[src/hdl/rv_decode_pkg.sv]
`default_nettype none

package rv_decode_pkg;

    localparam int XLEN       = 32;
    localparam int REG_ADDR_W = 5;

    typedef logic [XLEN-1:0]       xlen_t;
    typedef logic [REG_ADDR_W-1:0] reg_addr_t;

    // kept rv32i major opcodes.
    typedef enum logic [6:0] {
        OPC_LUI    = 7'b0110111,
        OPC_AUIPC  = 7'b0010111,
        OPC_JAL    = 7'b1101111,
        OPC_JALR   = 7'b1100111,
        OPC_BRANCH = 7'b1100011,
        OPC_OP_IMM = 7'b0010011,
        OPC_OP     = 7'b0110011
    } opcode_e;

    typedef enum logic [4:0] {
        ALU_NOP  = 5'd0,
        ALU_OR   = 5'd1,
        ALU_XOR  = 5'd2,
        ALU_AND  = 5'd3,
        ALU_SLL  = 5'd4,
        ALU_SRL  = 5'd5,
        ALU_SRA  = 5'd6,
        ALU_ADD  = 5'd7,
        ALU_SUB  = 5'd8,
        ALU_SLT  = 5'd9,
        ALU_SLTU = 5'd10,
        ALU_LUI  = 5'd11,
        ALU_JAL  = 5'd12,
        ALU_JALR = 5'd13,
        ALU_BEQ  = 5'd14,
        ALU_BNE  = 5'd15,
        ALU_BLT  = 5'd16,
        ALU_BGE  = 5'd17,
        ALU_BLTU = 5'd18,
        ALU_BGEU = 5'd19
    } alu_op_e;

    typedef enum logic [2:0] {
        SEL_NOP         = 3'd0,
        SEL_LOGIC       = 3'd1,
        SEL_SHIFT       = 3'd2,
        SEL_ARITH       = 3'd3,
        SEL_JUMP_BRANCH = 3'd4
    } alu_sel_e;

    typedef struct packed {
        logic      wreg;
        reg_addr_t wd;
        xlen_t     wdata;
    } fwd_src_t;

    typedef struct packed {
        logic      read;
        reg_addr_t addr;
    } reg_req_t;

    typedef struct packed {
        alu_op_e   aluop;
        alu_sel_e  alusel;
        reg_req_t  rs1;
        reg_req_t  rs2;
        reg_addr_t wd;
        logic      wreg;
        xlen_t     imm1;  // operand 1 when rs1 is not read.
        xlen_t     imm2;  // operand 2 when rs2 is not read.
    } dec_ctrl_t;

    typedef struct packed {
        logic  taken;
        xlen_t target;
        xlen_t link_addr;
    } branch_t;

    typedef struct packed {
        alu_op_e   aluop;
        alu_sel_e  alusel;
        xlen_t     op1;
        xlen_t     op2;
        reg_addr_t wd;
        logic      wreg;
        xlen_t     link_addr;
    } id_ex_t;

endpackage

`default_nettype wire
[src/hdl/id_stage.sv]
`timescale 1ns/100ps
`default_nettype none

module id_stage
    import rv_decode_pkg::*;
(
    input  wire           clk_i,
    input  wire           rst_n_i,
    input  wire           rdy_i,
    input  wire xlen_t    pc_i,
    input  wire xlen_t    instr_i,
    input  wire xlen_t    rf_rdata1_i,
    input  wire xlen_t    rf_rdata2_i,
    input  wire fwd_src_t ex_fwd_i,
    input  wire fwd_src_t mem_fwd_i,
    output reg_req_t      rf_req1_o,
    output reg_req_t      rf_req2_o,
    output branch_t       branch_o,
    output id_ex_t        id_ex_o
);

    dec_ctrl_t ctrl;
    xlen_t     op1;
    xlen_t     op2;
    id_ex_t    id_ex_d;

    instr_decoder u_decoder (
        .instr_i (instr_i),
        .pc_i    (pc_i),
        .rdy_i   (rdy_i),
        .ctrl_o  (ctrl)
    );

    assign rf_req1_o = ctrl.rs1;
    assign rf_req2_o = ctrl.rs2;

    operand_forward u_fwd_op1 (
        .req_i      (ctrl.rs1),
        .rf_rdata_i (rf_rdata1_i),
        .imm_i      (ctrl.imm1),
        .ex_fwd_i   (ex_fwd_i),
        .mem_fwd_i  (mem_fwd_i),
        .operand_o  (op1)
    );

    operand_forward u_fwd_op2 (
        .req_i      (ctrl.rs2),
        .rf_rdata_i (rf_rdata2_i),
        .imm_i      (ctrl.imm2),
        .ex_fwd_i   (ex_fwd_i),
        .mem_fwd_i  (mem_fwd_i),
        .operand_o  (op2)
    );

    // jalr target uses the forwarded rs1.
    branch_unit u_branch (
        .aluop_i   (ctrl.aluop),
        .op1_i     (op1),
        .op2_i     (op2),
        .rs1_fwd_i (op1),
        .instr_i   (instr_i),
        .pc_i      (pc_i),
        .branch_o  (branch_o)
    );

    assign id_ex_d = '{
        aluop:     ctrl.aluop,
        alusel:    ctrl.alusel,
        op1:       op1,
        op2:       op2,
        wd:        ctrl.wd,
        wreg:      ctrl.wreg,
        link_addr: branch_o.link_addr
    };

    id_ex_reg u_id_ex (
        .clk_i   (clk_i),
        .rst_n_i (rst_n_i),
        .rdy_i   (rdy_i),
        .d_i     (id_ex_d),
        .q_o     (id_ex_o)
    );

endmodule

`default_nettype wire

[src/hdl/id_ex_reg.sv]
`timescale 1ns/100ps
`default_nettype none

module id_ex_reg
    import rv_decode_pkg::*;
(
    input  wire         clk_i,
    input  wire         rst_n_i,
    input  wire         rdy_i,
    input  wire id_ex_t d_i,
    output id_ex_t      q_o
);

    localparam id_ex_t BUBBLE = '{
        aluop:     ALU_NOP,
        alusel:    SEL_NOP,
        op1:       '0,
        op2:       '0,
        wd:        '0,
        wreg:      1'b0,
        link_addr: '0
    };

    always_ff @(posedge clk_i or negedge rst_n_i)
    begin
        if (!rst_n_i)
        begin
            q_o <= BUBBLE;
        end
        else if (!rdy_i)
        begin
            q_o <= BUBBLE;  // no instruction this cycle.
        end
        else
        begin
            q_o <= d_i;
        end
    end

endmodule

`default_nettype wire

[src/hdl/branch_unit.sv]
`timescale 1ns/100ps
`default_nettype none

module branch_unit
    import rv_decode_pkg::*;
(
    input  wire alu_op_e aluop_i,
    input  wire xlen_t   op1_i,
    input  wire xlen_t   op2_i,
    input  wire xlen_t   rs1_fwd_i,
    input  wire xlen_t   instr_i,
    input  wire xlen_t   pc_i,
    output branch_t      branch_o
);

    xlen_t off_j;
    xlen_t off_b;
    xlen_t off_i;
    xlen_t pc_plus4;
    logic  cond;

    assign off_j    = {{12{instr_i[31]}}, instr_i[19:12], instr_i[20], instr_i[30:21], 1'b0};
    assign off_b    = {{20{instr_i[31]}}, instr_i[7], instr_i[30:25], instr_i[11:8], 1'b0};
    assign off_i    = {{20{instr_i[31]}}, instr_i[31:20]};
    assign pc_plus4 = pc_i + 32'd4;

    always_comb
    begin
        case (aluop_i)
            ALU_BEQ:  cond = (op1_i == op2_i);
            ALU_BNE:  cond = (op1_i != op2_i);
            ALU_BLT:  cond = ($signed(op1_i) < $signed(op2_i));
            ALU_BGE:  cond = ($signed(op1_i) >= $signed(op2_i));
            ALU_BLTU: cond = (op1_i < op2_i);
            ALU_BGEU: cond = (op1_i >= op2_i);
            default:  cond = 1'b0;
        endcase
    end

    always_comb
    begin
        branch_o = '0;
        case (aluop_i)
            ALU_JAL:
            begin
                branch_o.taken     = 1'b1;
                branch_o.target    = pc_i + off_j;
                branch_o.link_addr = pc_plus4;
            end
            ALU_JALR:
            begin
                branch_o.taken     = 1'b1;
                branch_o.target    = rs1_fwd_i + off_i;  // lsb kept as is.
                branch_o.link_addr = pc_plus4;
            end
            default:
            begin
                if (cond)
                begin
                    branch_o.taken  = 1'b1;
                    branch_o.target = pc_i + off_b;
                end
            end
        endcase
    end

endmodule

`default_nettype wire

[src/hdl/operand_forward.sv]
`timescale 1ns/100ps
`default_nettype none

module operand_forward
    import rv_decode_pkg::*;
(
    input  wire reg_req_t req_i,
    input  wire xlen_t    rf_rdata_i,
    input  wire xlen_t    imm_i,
    input  wire fwd_src_t ex_fwd_i,
    input  wire fwd_src_t mem_fwd_i,
    output xlen_t         operand_o
);

    logic ex_hit;
    logic mem_hit;
    logic addr_zero;

    assign ex_hit    = ex_fwd_i.wreg && (ex_fwd_i.wd == req_i.addr);
    assign mem_hit   = mem_fwd_i.wreg && (mem_fwd_i.wd == req_i.addr);
    assign addr_zero = (req_i.addr == '0);

    always_comb
    begin
        if (!req_i.read)
        begin
            operand_o = imm_i;
        end
        else if (ex_hit)
        begin
            operand_o = addr_zero ? '0 : ex_fwd_i.wdata;  // x0 stays zero.
        end
        else if (mem_hit)
        begin
            operand_o = addr_zero ? '0 : mem_fwd_i.wdata;
        end
        else
        begin
            operand_o = rf_rdata_i;
        end
    end

endmodule

`default_nettype wire

[src/hdl/instr_decoder.sv]
`timescale 1ns/100ps
`default_nettype none

module instr_decoder
    import rv_decode_pkg::*;
(
    input  wire xlen_t instr_i,
    input  wire xlen_t pc_i,
    input  wire        rdy_i,
    output dec_ctrl_t  ctrl_o
);

    opcode_e    opcode;
    logic [2:0] funct3;
    xlen_t      imm_u;
    xlen_t      imm_i;
    xlen_t      imm_shamt;
    alu_op_e    f3_op;
    alu_sel_e   f3_sel;
    alu_op_e    br_op;

    assign opcode    = opcode_e'(instr_i[6:0]);
    assign funct3    = instr_i[14:12];
    assign imm_u     = {instr_i[31:12], 12'b0};
    assign imm_i     = {{20{instr_i[31]}}, instr_i[31:20]};
    assign imm_shamt = {27'b0, instr_i[24:20]};

    // alu op shared by OP and OP-IMM.
    always_comb
    begin
        case (funct3)
            3'b000:
            begin
                f3_op  = (opcode == OPC_OP && instr_i[30]) ? ALU_SUB : ALU_ADD;
                f3_sel = SEL_ARITH;
            end
            3'b001:
            begin
                f3_op  = ALU_SLL;
                f3_sel = SEL_SHIFT;
            end
            3'b010:
            begin
                f3_op  = ALU_SLT;
                f3_sel = SEL_ARITH;
            end
            3'b011:
            begin
                f3_op  = ALU_SLTU;
                f3_sel = SEL_ARITH;
            end
            3'b100:
            begin
                f3_op  = ALU_XOR;
                f3_sel = SEL_LOGIC;
            end
            3'b101:
            begin
                f3_op  = instr_i[30] ? ALU_SRA : ALU_SRL;
                f3_sel = SEL_SHIFT;
            end
            3'b110:
            begin
                f3_op  = ALU_OR;
                f3_sel = SEL_LOGIC;
            end
            default:
            begin
                f3_op  = ALU_AND;
                f3_sel = SEL_LOGIC;
            end
        endcase
    end

    always_comb
    begin
        case (funct3)
            3'b000:  br_op = ALU_BEQ;
            3'b001:  br_op = ALU_BNE;
            3'b100:  br_op = ALU_BLT;
            3'b101:  br_op = ALU_BGE;
            3'b110:  br_op = ALU_BLTU;
            3'b111:  br_op = ALU_BGEU;
            default: br_op = ALU_NOP;  // 010 and 011 undefined.
        endcase
    end

    always_comb
    begin
        ctrl_o        = '0;
        ctrl_o.aluop  = ALU_NOP;
        ctrl_o.alusel = SEL_NOP;
        if (rdy_i)
        begin
            ctrl_o.wd       = instr_i[11:7];
            ctrl_o.rs1.addr = instr_i[19:15];
            ctrl_o.rs2.addr = instr_i[24:20];
            case (opcode)
                OPC_LUI:
                begin
                    ctrl_o.aluop  = ALU_LUI;
                    ctrl_o.alusel = SEL_LOGIC;
                    ctrl_o.wreg   = 1'b1;
                    ctrl_o.imm1   = imm_u;
                end
                OPC_AUIPC:
                begin
                    ctrl_o.aluop  = ALU_ADD;
                    ctrl_o.alusel = SEL_ARITH;
                    ctrl_o.wreg   = 1'b1;
                    ctrl_o.imm1   = imm_u;
                    ctrl_o.imm2   = pc_i;
                end
                OPC_JAL:
                begin
                    ctrl_o.aluop  = ALU_JAL;
                    ctrl_o.alusel = SEL_JUMP_BRANCH;
                    ctrl_o.wreg   = 1'b1;
                end
                OPC_JALR:
                begin
                    ctrl_o.aluop    = ALU_JALR;
                    ctrl_o.alusel   = SEL_JUMP_BRANCH;
                    ctrl_o.wreg     = 1'b1;
                    ctrl_o.rs1.read = 1'b1;
                    ctrl_o.imm2     = imm_i;
                end
                OPC_BRANCH:
                begin
                    ctrl_o.aluop = br_op;
                    if (br_op != ALU_NOP)
                    begin
                        ctrl_o.alusel   = SEL_JUMP_BRANCH;
                        ctrl_o.rs1.read = 1'b1;
                        ctrl_o.rs2.read = 1'b1;
                    end
                end
                OPC_OP_IMM:
                begin
                    ctrl_o.aluop    = f3_op;
                    ctrl_o.alusel   = f3_sel;
                    ctrl_o.wreg     = 1'b1;
                    ctrl_o.rs1.read = 1'b1;
                    ctrl_o.imm2     = (f3_sel == SEL_SHIFT) ? imm_shamt : imm_i;
                end
                OPC_OP:
                begin
                    ctrl_o.aluop    = f3_op;
                    ctrl_o.alusel   = f3_sel;
                    ctrl_o.wreg     = 1'b1;
                    ctrl_o.rs1.read = 1'b1;
                    ctrl_o.rs2.read = 1'b1;
                end
                default:
                begin
                    ctrl_o.aluop = ALU_NOP;  // unknown opcode.
                end
            endcase
        end
    end

endmodule

`default_nettype wire

[config.mk]
export PLATFORM = sky130hd
export DESIGN_NAME = id_stage
export DESIGN_NICKNAME = d
export VERILOG_FILES = /design/src/hdl/rv_decode_pkg.sv /design/src/hdl/id_stage.sv /design/src/hdl/id_ex_reg.sv /design/src/hdl/branch_unit.sv /design/src/hdl/operand_forward.sv /design/src/hdl/instr_decoder.sv
export SDC_FILE = /design/constraint.sdc
export NUM_CORES = 1
export LEC_CHECK = 0
export BUFFER_PORTS_ARGS = -buffer_cell sky130_fd_sc_hd__buf_2
export CAP_MARGIN = 5
export CORE_UTILIZATION = 40
export CTS_BUF_LIST = sky130_fd_sc_hd__clkbuf_2
export DETAILED_ROUTE_END_ITERATION = 8
export PLACE_DENSITY_LB_ADDON = 0.2
export SLEW_MARGIN = 40
export SYNTH_ARGS = -nofsm -noshare
export SYNTH_HDL_FRONTEND = slang
export SYNTH_SLANG_ARGS = --single-unit
[constraint.sdc]
create_clock -name clk_i -period 12.8 [get_ports clk_i]
set_input_delay 0.64 -clock clk_i [delete_from_list [all_inputs] [get_ports clk_i]]
set_output_delay 0.64 -clock clk_i [all_outputs]
set_load 0.02 [all_outputs]
==> results.tsv <==
metric	value	unit
final worst path period share	54.9	%
Leak	7.34	nW
GR Util met2	52.2	%
CP Launch Type	input pin	
Via-to-Cell Ratio	5.94	
cell mode on critical path	nand2_1	
Yosys reg bits	110	
Placeable Area	29000	um2
layout cell share with drive strength beyond 1	23.9	%
initial antenna violation count	1	
setup repair bufs after CTS	0	
Critical Path Fanout Max	31	
Yosys top cell area share	23.1	%
ranking of synthesized cells by area	dfrtp_1, ha_1, o21ai_0	
relative slew slack	44.8	%
synthesized netlist cell count	1569	
fin crit period	7.03	ns
DRT antenna net count	0	
CP max stage delay	0.48	ns
row cnt	62	
top-count cell post-synth	nor2_1	
Hold Crit Class	input pin to flip-flop	
RePlAce Congestion	0.978	
vias in the first global route	12620	
WL/cell	21.9	um
GR Util All Layers	31.6	%
TritonCTS clock tree	yes	
EDFF count, synth	0	
Post-Syn Area per Cell	7.59	um2
Num CTS Buffers	9	
largest net degree at the start of global routing	76	
final setup violation count	0	
Top Ports	394	
Detailed Route WL	50200	um
global route overflow	0	
DRC Markers	0	
Post-CTS Resized	0	
fillers	3044	
worst slew pin tran	0.826	ns
Distinct cells, synth	84	
synth warn	0	
PortBufs	393	
syn nets	1886	
sequential cell area fraction in the yosys report	23.1	%
Largest regs	u_id_ex.q_o (110)	
First-pass DRT Iterations	6	
critical path required time	12.16	ns
status	completed	
final worst slack	5.77	ns
delay-heaviest family, CP	simple AND/OR/NAND/NOR gates	
Power Density	61.8	nW/um2
critical path class	input pin to primary output	
Max clock buf depth	2	
Setup TNS	0	ns
final hold violation count	0	
die height	175	um
Die Width	175	um
dpl hpwl	40300	um
max FFs per register	110	
Synth-to-Final Area Change	20.0	%
die area	30500	um2
CTS H-tree depth	3	
CP Capture Type	primary output	
clock slew at reported path FFs	0.38	ns
first-pass GRT wire length	73600	um
FFs w/ async S/R, synth	100	%
Max Slew Vio Count	0	
area leader, netlist	dfrtp_1	
Max stage delay cell, worst path	buf_2	
Max Freq	142	MHz
GR Layer Usage met3	5.25	%
Top reg by flops	u_id_ex.q_o	
crit path DAT	6.39	ns
Root Driver	clkbuf_2	
RSZ-0062 raised after global routing	no	
Initial Utilization	41.0	%
max cap viols	0	
Post-Synthesis Cell Area	11900	um2
GR Util met1	41.4	%
Setup WS pre-CTS	5.89	ns
Buf/Inv on CP	4	
Sinks on Clock Net	110	
Vias	13624	
Nets	2220	
cells along the critical path	buf_2 > nand2_1 > xnor2_1 > nor4_1 > nand3_1 > nor2_2 > buf_4 > a22oi_1 > o21ai_0 > nand2_1 > o21ai_0 > inv_1 > ha_1 > nand4_1 > nor4_2 > nor3b_2 > nand2_1 > a311o_1 > mux2i_1 > nor3b_2 > nand2_2 > a32oi_1 > o211ai_1 > buf_2	
Synth Flop Type	dfrtp_1	
DRT iter0 DRCs	1302	
VDD IR max	0.0405	mV
final core occ	49.2	%
GRT busiest layer	met2	
most frequent cells after synthesis	nor2_1, nand2_1, o21ai_0	
## cells in the final DEF, fill, tap and decap left out, types with 34 or more instances in the layout
cell type / netlist / layout
dfrtp_1: 110 / 110
a21oi_1: 130 / 130
ha_1: 107 / 107
buf_2: 15 / 392
a22oi_1: 78 / 78
o21ai_0: 134 / 134
inv_1: 64 / 64
nand2_1: 147 / 147
nor2_1: 178 / 174
a21o_1: 48 / 48
xor2_1: 60 / 60
nand3_1: 37 / 36
xnor2_1: 40 / 40
o22ai_1: 34 / 34
## cells by family (layout without fill, tap and decap cells)
group           count (synthesis)  count (layout)  share of synthesized area (%)
mux                             4               4                          0.347
flops                         110             110                           23.1
compound gates                583             583                           32.2
simple gates                  510             510                           20.1
xor+xnor                      100             100                           7.36
other cells                     0               3                              0
fa+ha+maj                     110             110                           11.7
buf+inv                       152             491                           5.11
## routing by layer
metal  vias up  wire length [um]  part of all wire, %
li1       6402                 -                    -
met1      6502             20900                   42
met2       614             23700                   47
met3       106              3910                  7.8
met4         0              1680                  3.4
met5         -                 0                    0
## cell type report
cell class	instances	area, um2	share of cell area, %
clock inverter	6	62.6	0.438
antenna	3	7.51	0.0526
inverter	64	240	1.68
tap	384	480	3.36
clock buffer	10	50.0	0.350
timing repair buffer	411	2110	14.8
sequential	110	2750	19.3
multi-input combinational	1307	8580	60.1
## what timing repair did
action / 4_1_cts / 5_1_grt
hold buffers: 1 / 0
endpoints found under the setup margin: 0 / 0
endpoints found under the hold margin: 45 / 0
## where the power goes
group          internal [mW]  total (mW)  switching (mW)
Sequential             0.352       0.352        0.000761
Clock                 0.0328       0.183           0.150
Combinational          0.132       0.347           0.215
## final timing paths
check / from / endpoint / cells after the start
worst max-delay path: rdy_i / branch_o[41] / 24
min in group asynchronous: rst_n_i / u_id_ex.q_o[105] / 2
worst min-delay path: instr_i[7] / u_id_ex.q_o[33] / 2
max in group asynchronous: rst_n_i / u_id_ex.q_o[69] / 3
## through the flow
stage / instances / hold slack [ns] / area (um2) / total power, mW
2_1_floorplan: 1569 / 0.344 / 11900 / 0.568
3_5_place_dp: 2275 / 0.705 / 14200 / 0.698
3_3_place_gp: 2275 / 0.689 / 14100 / 0.695
6_report: 2295 / 0.103 / 14300 / 0.882
4_1_cts: 2292 / 0.0775 / 14300 / 0.881
5_1_grt: 2293 / 0.116 / 14300 / 0.928
Power figures use the tool's default switching activity.
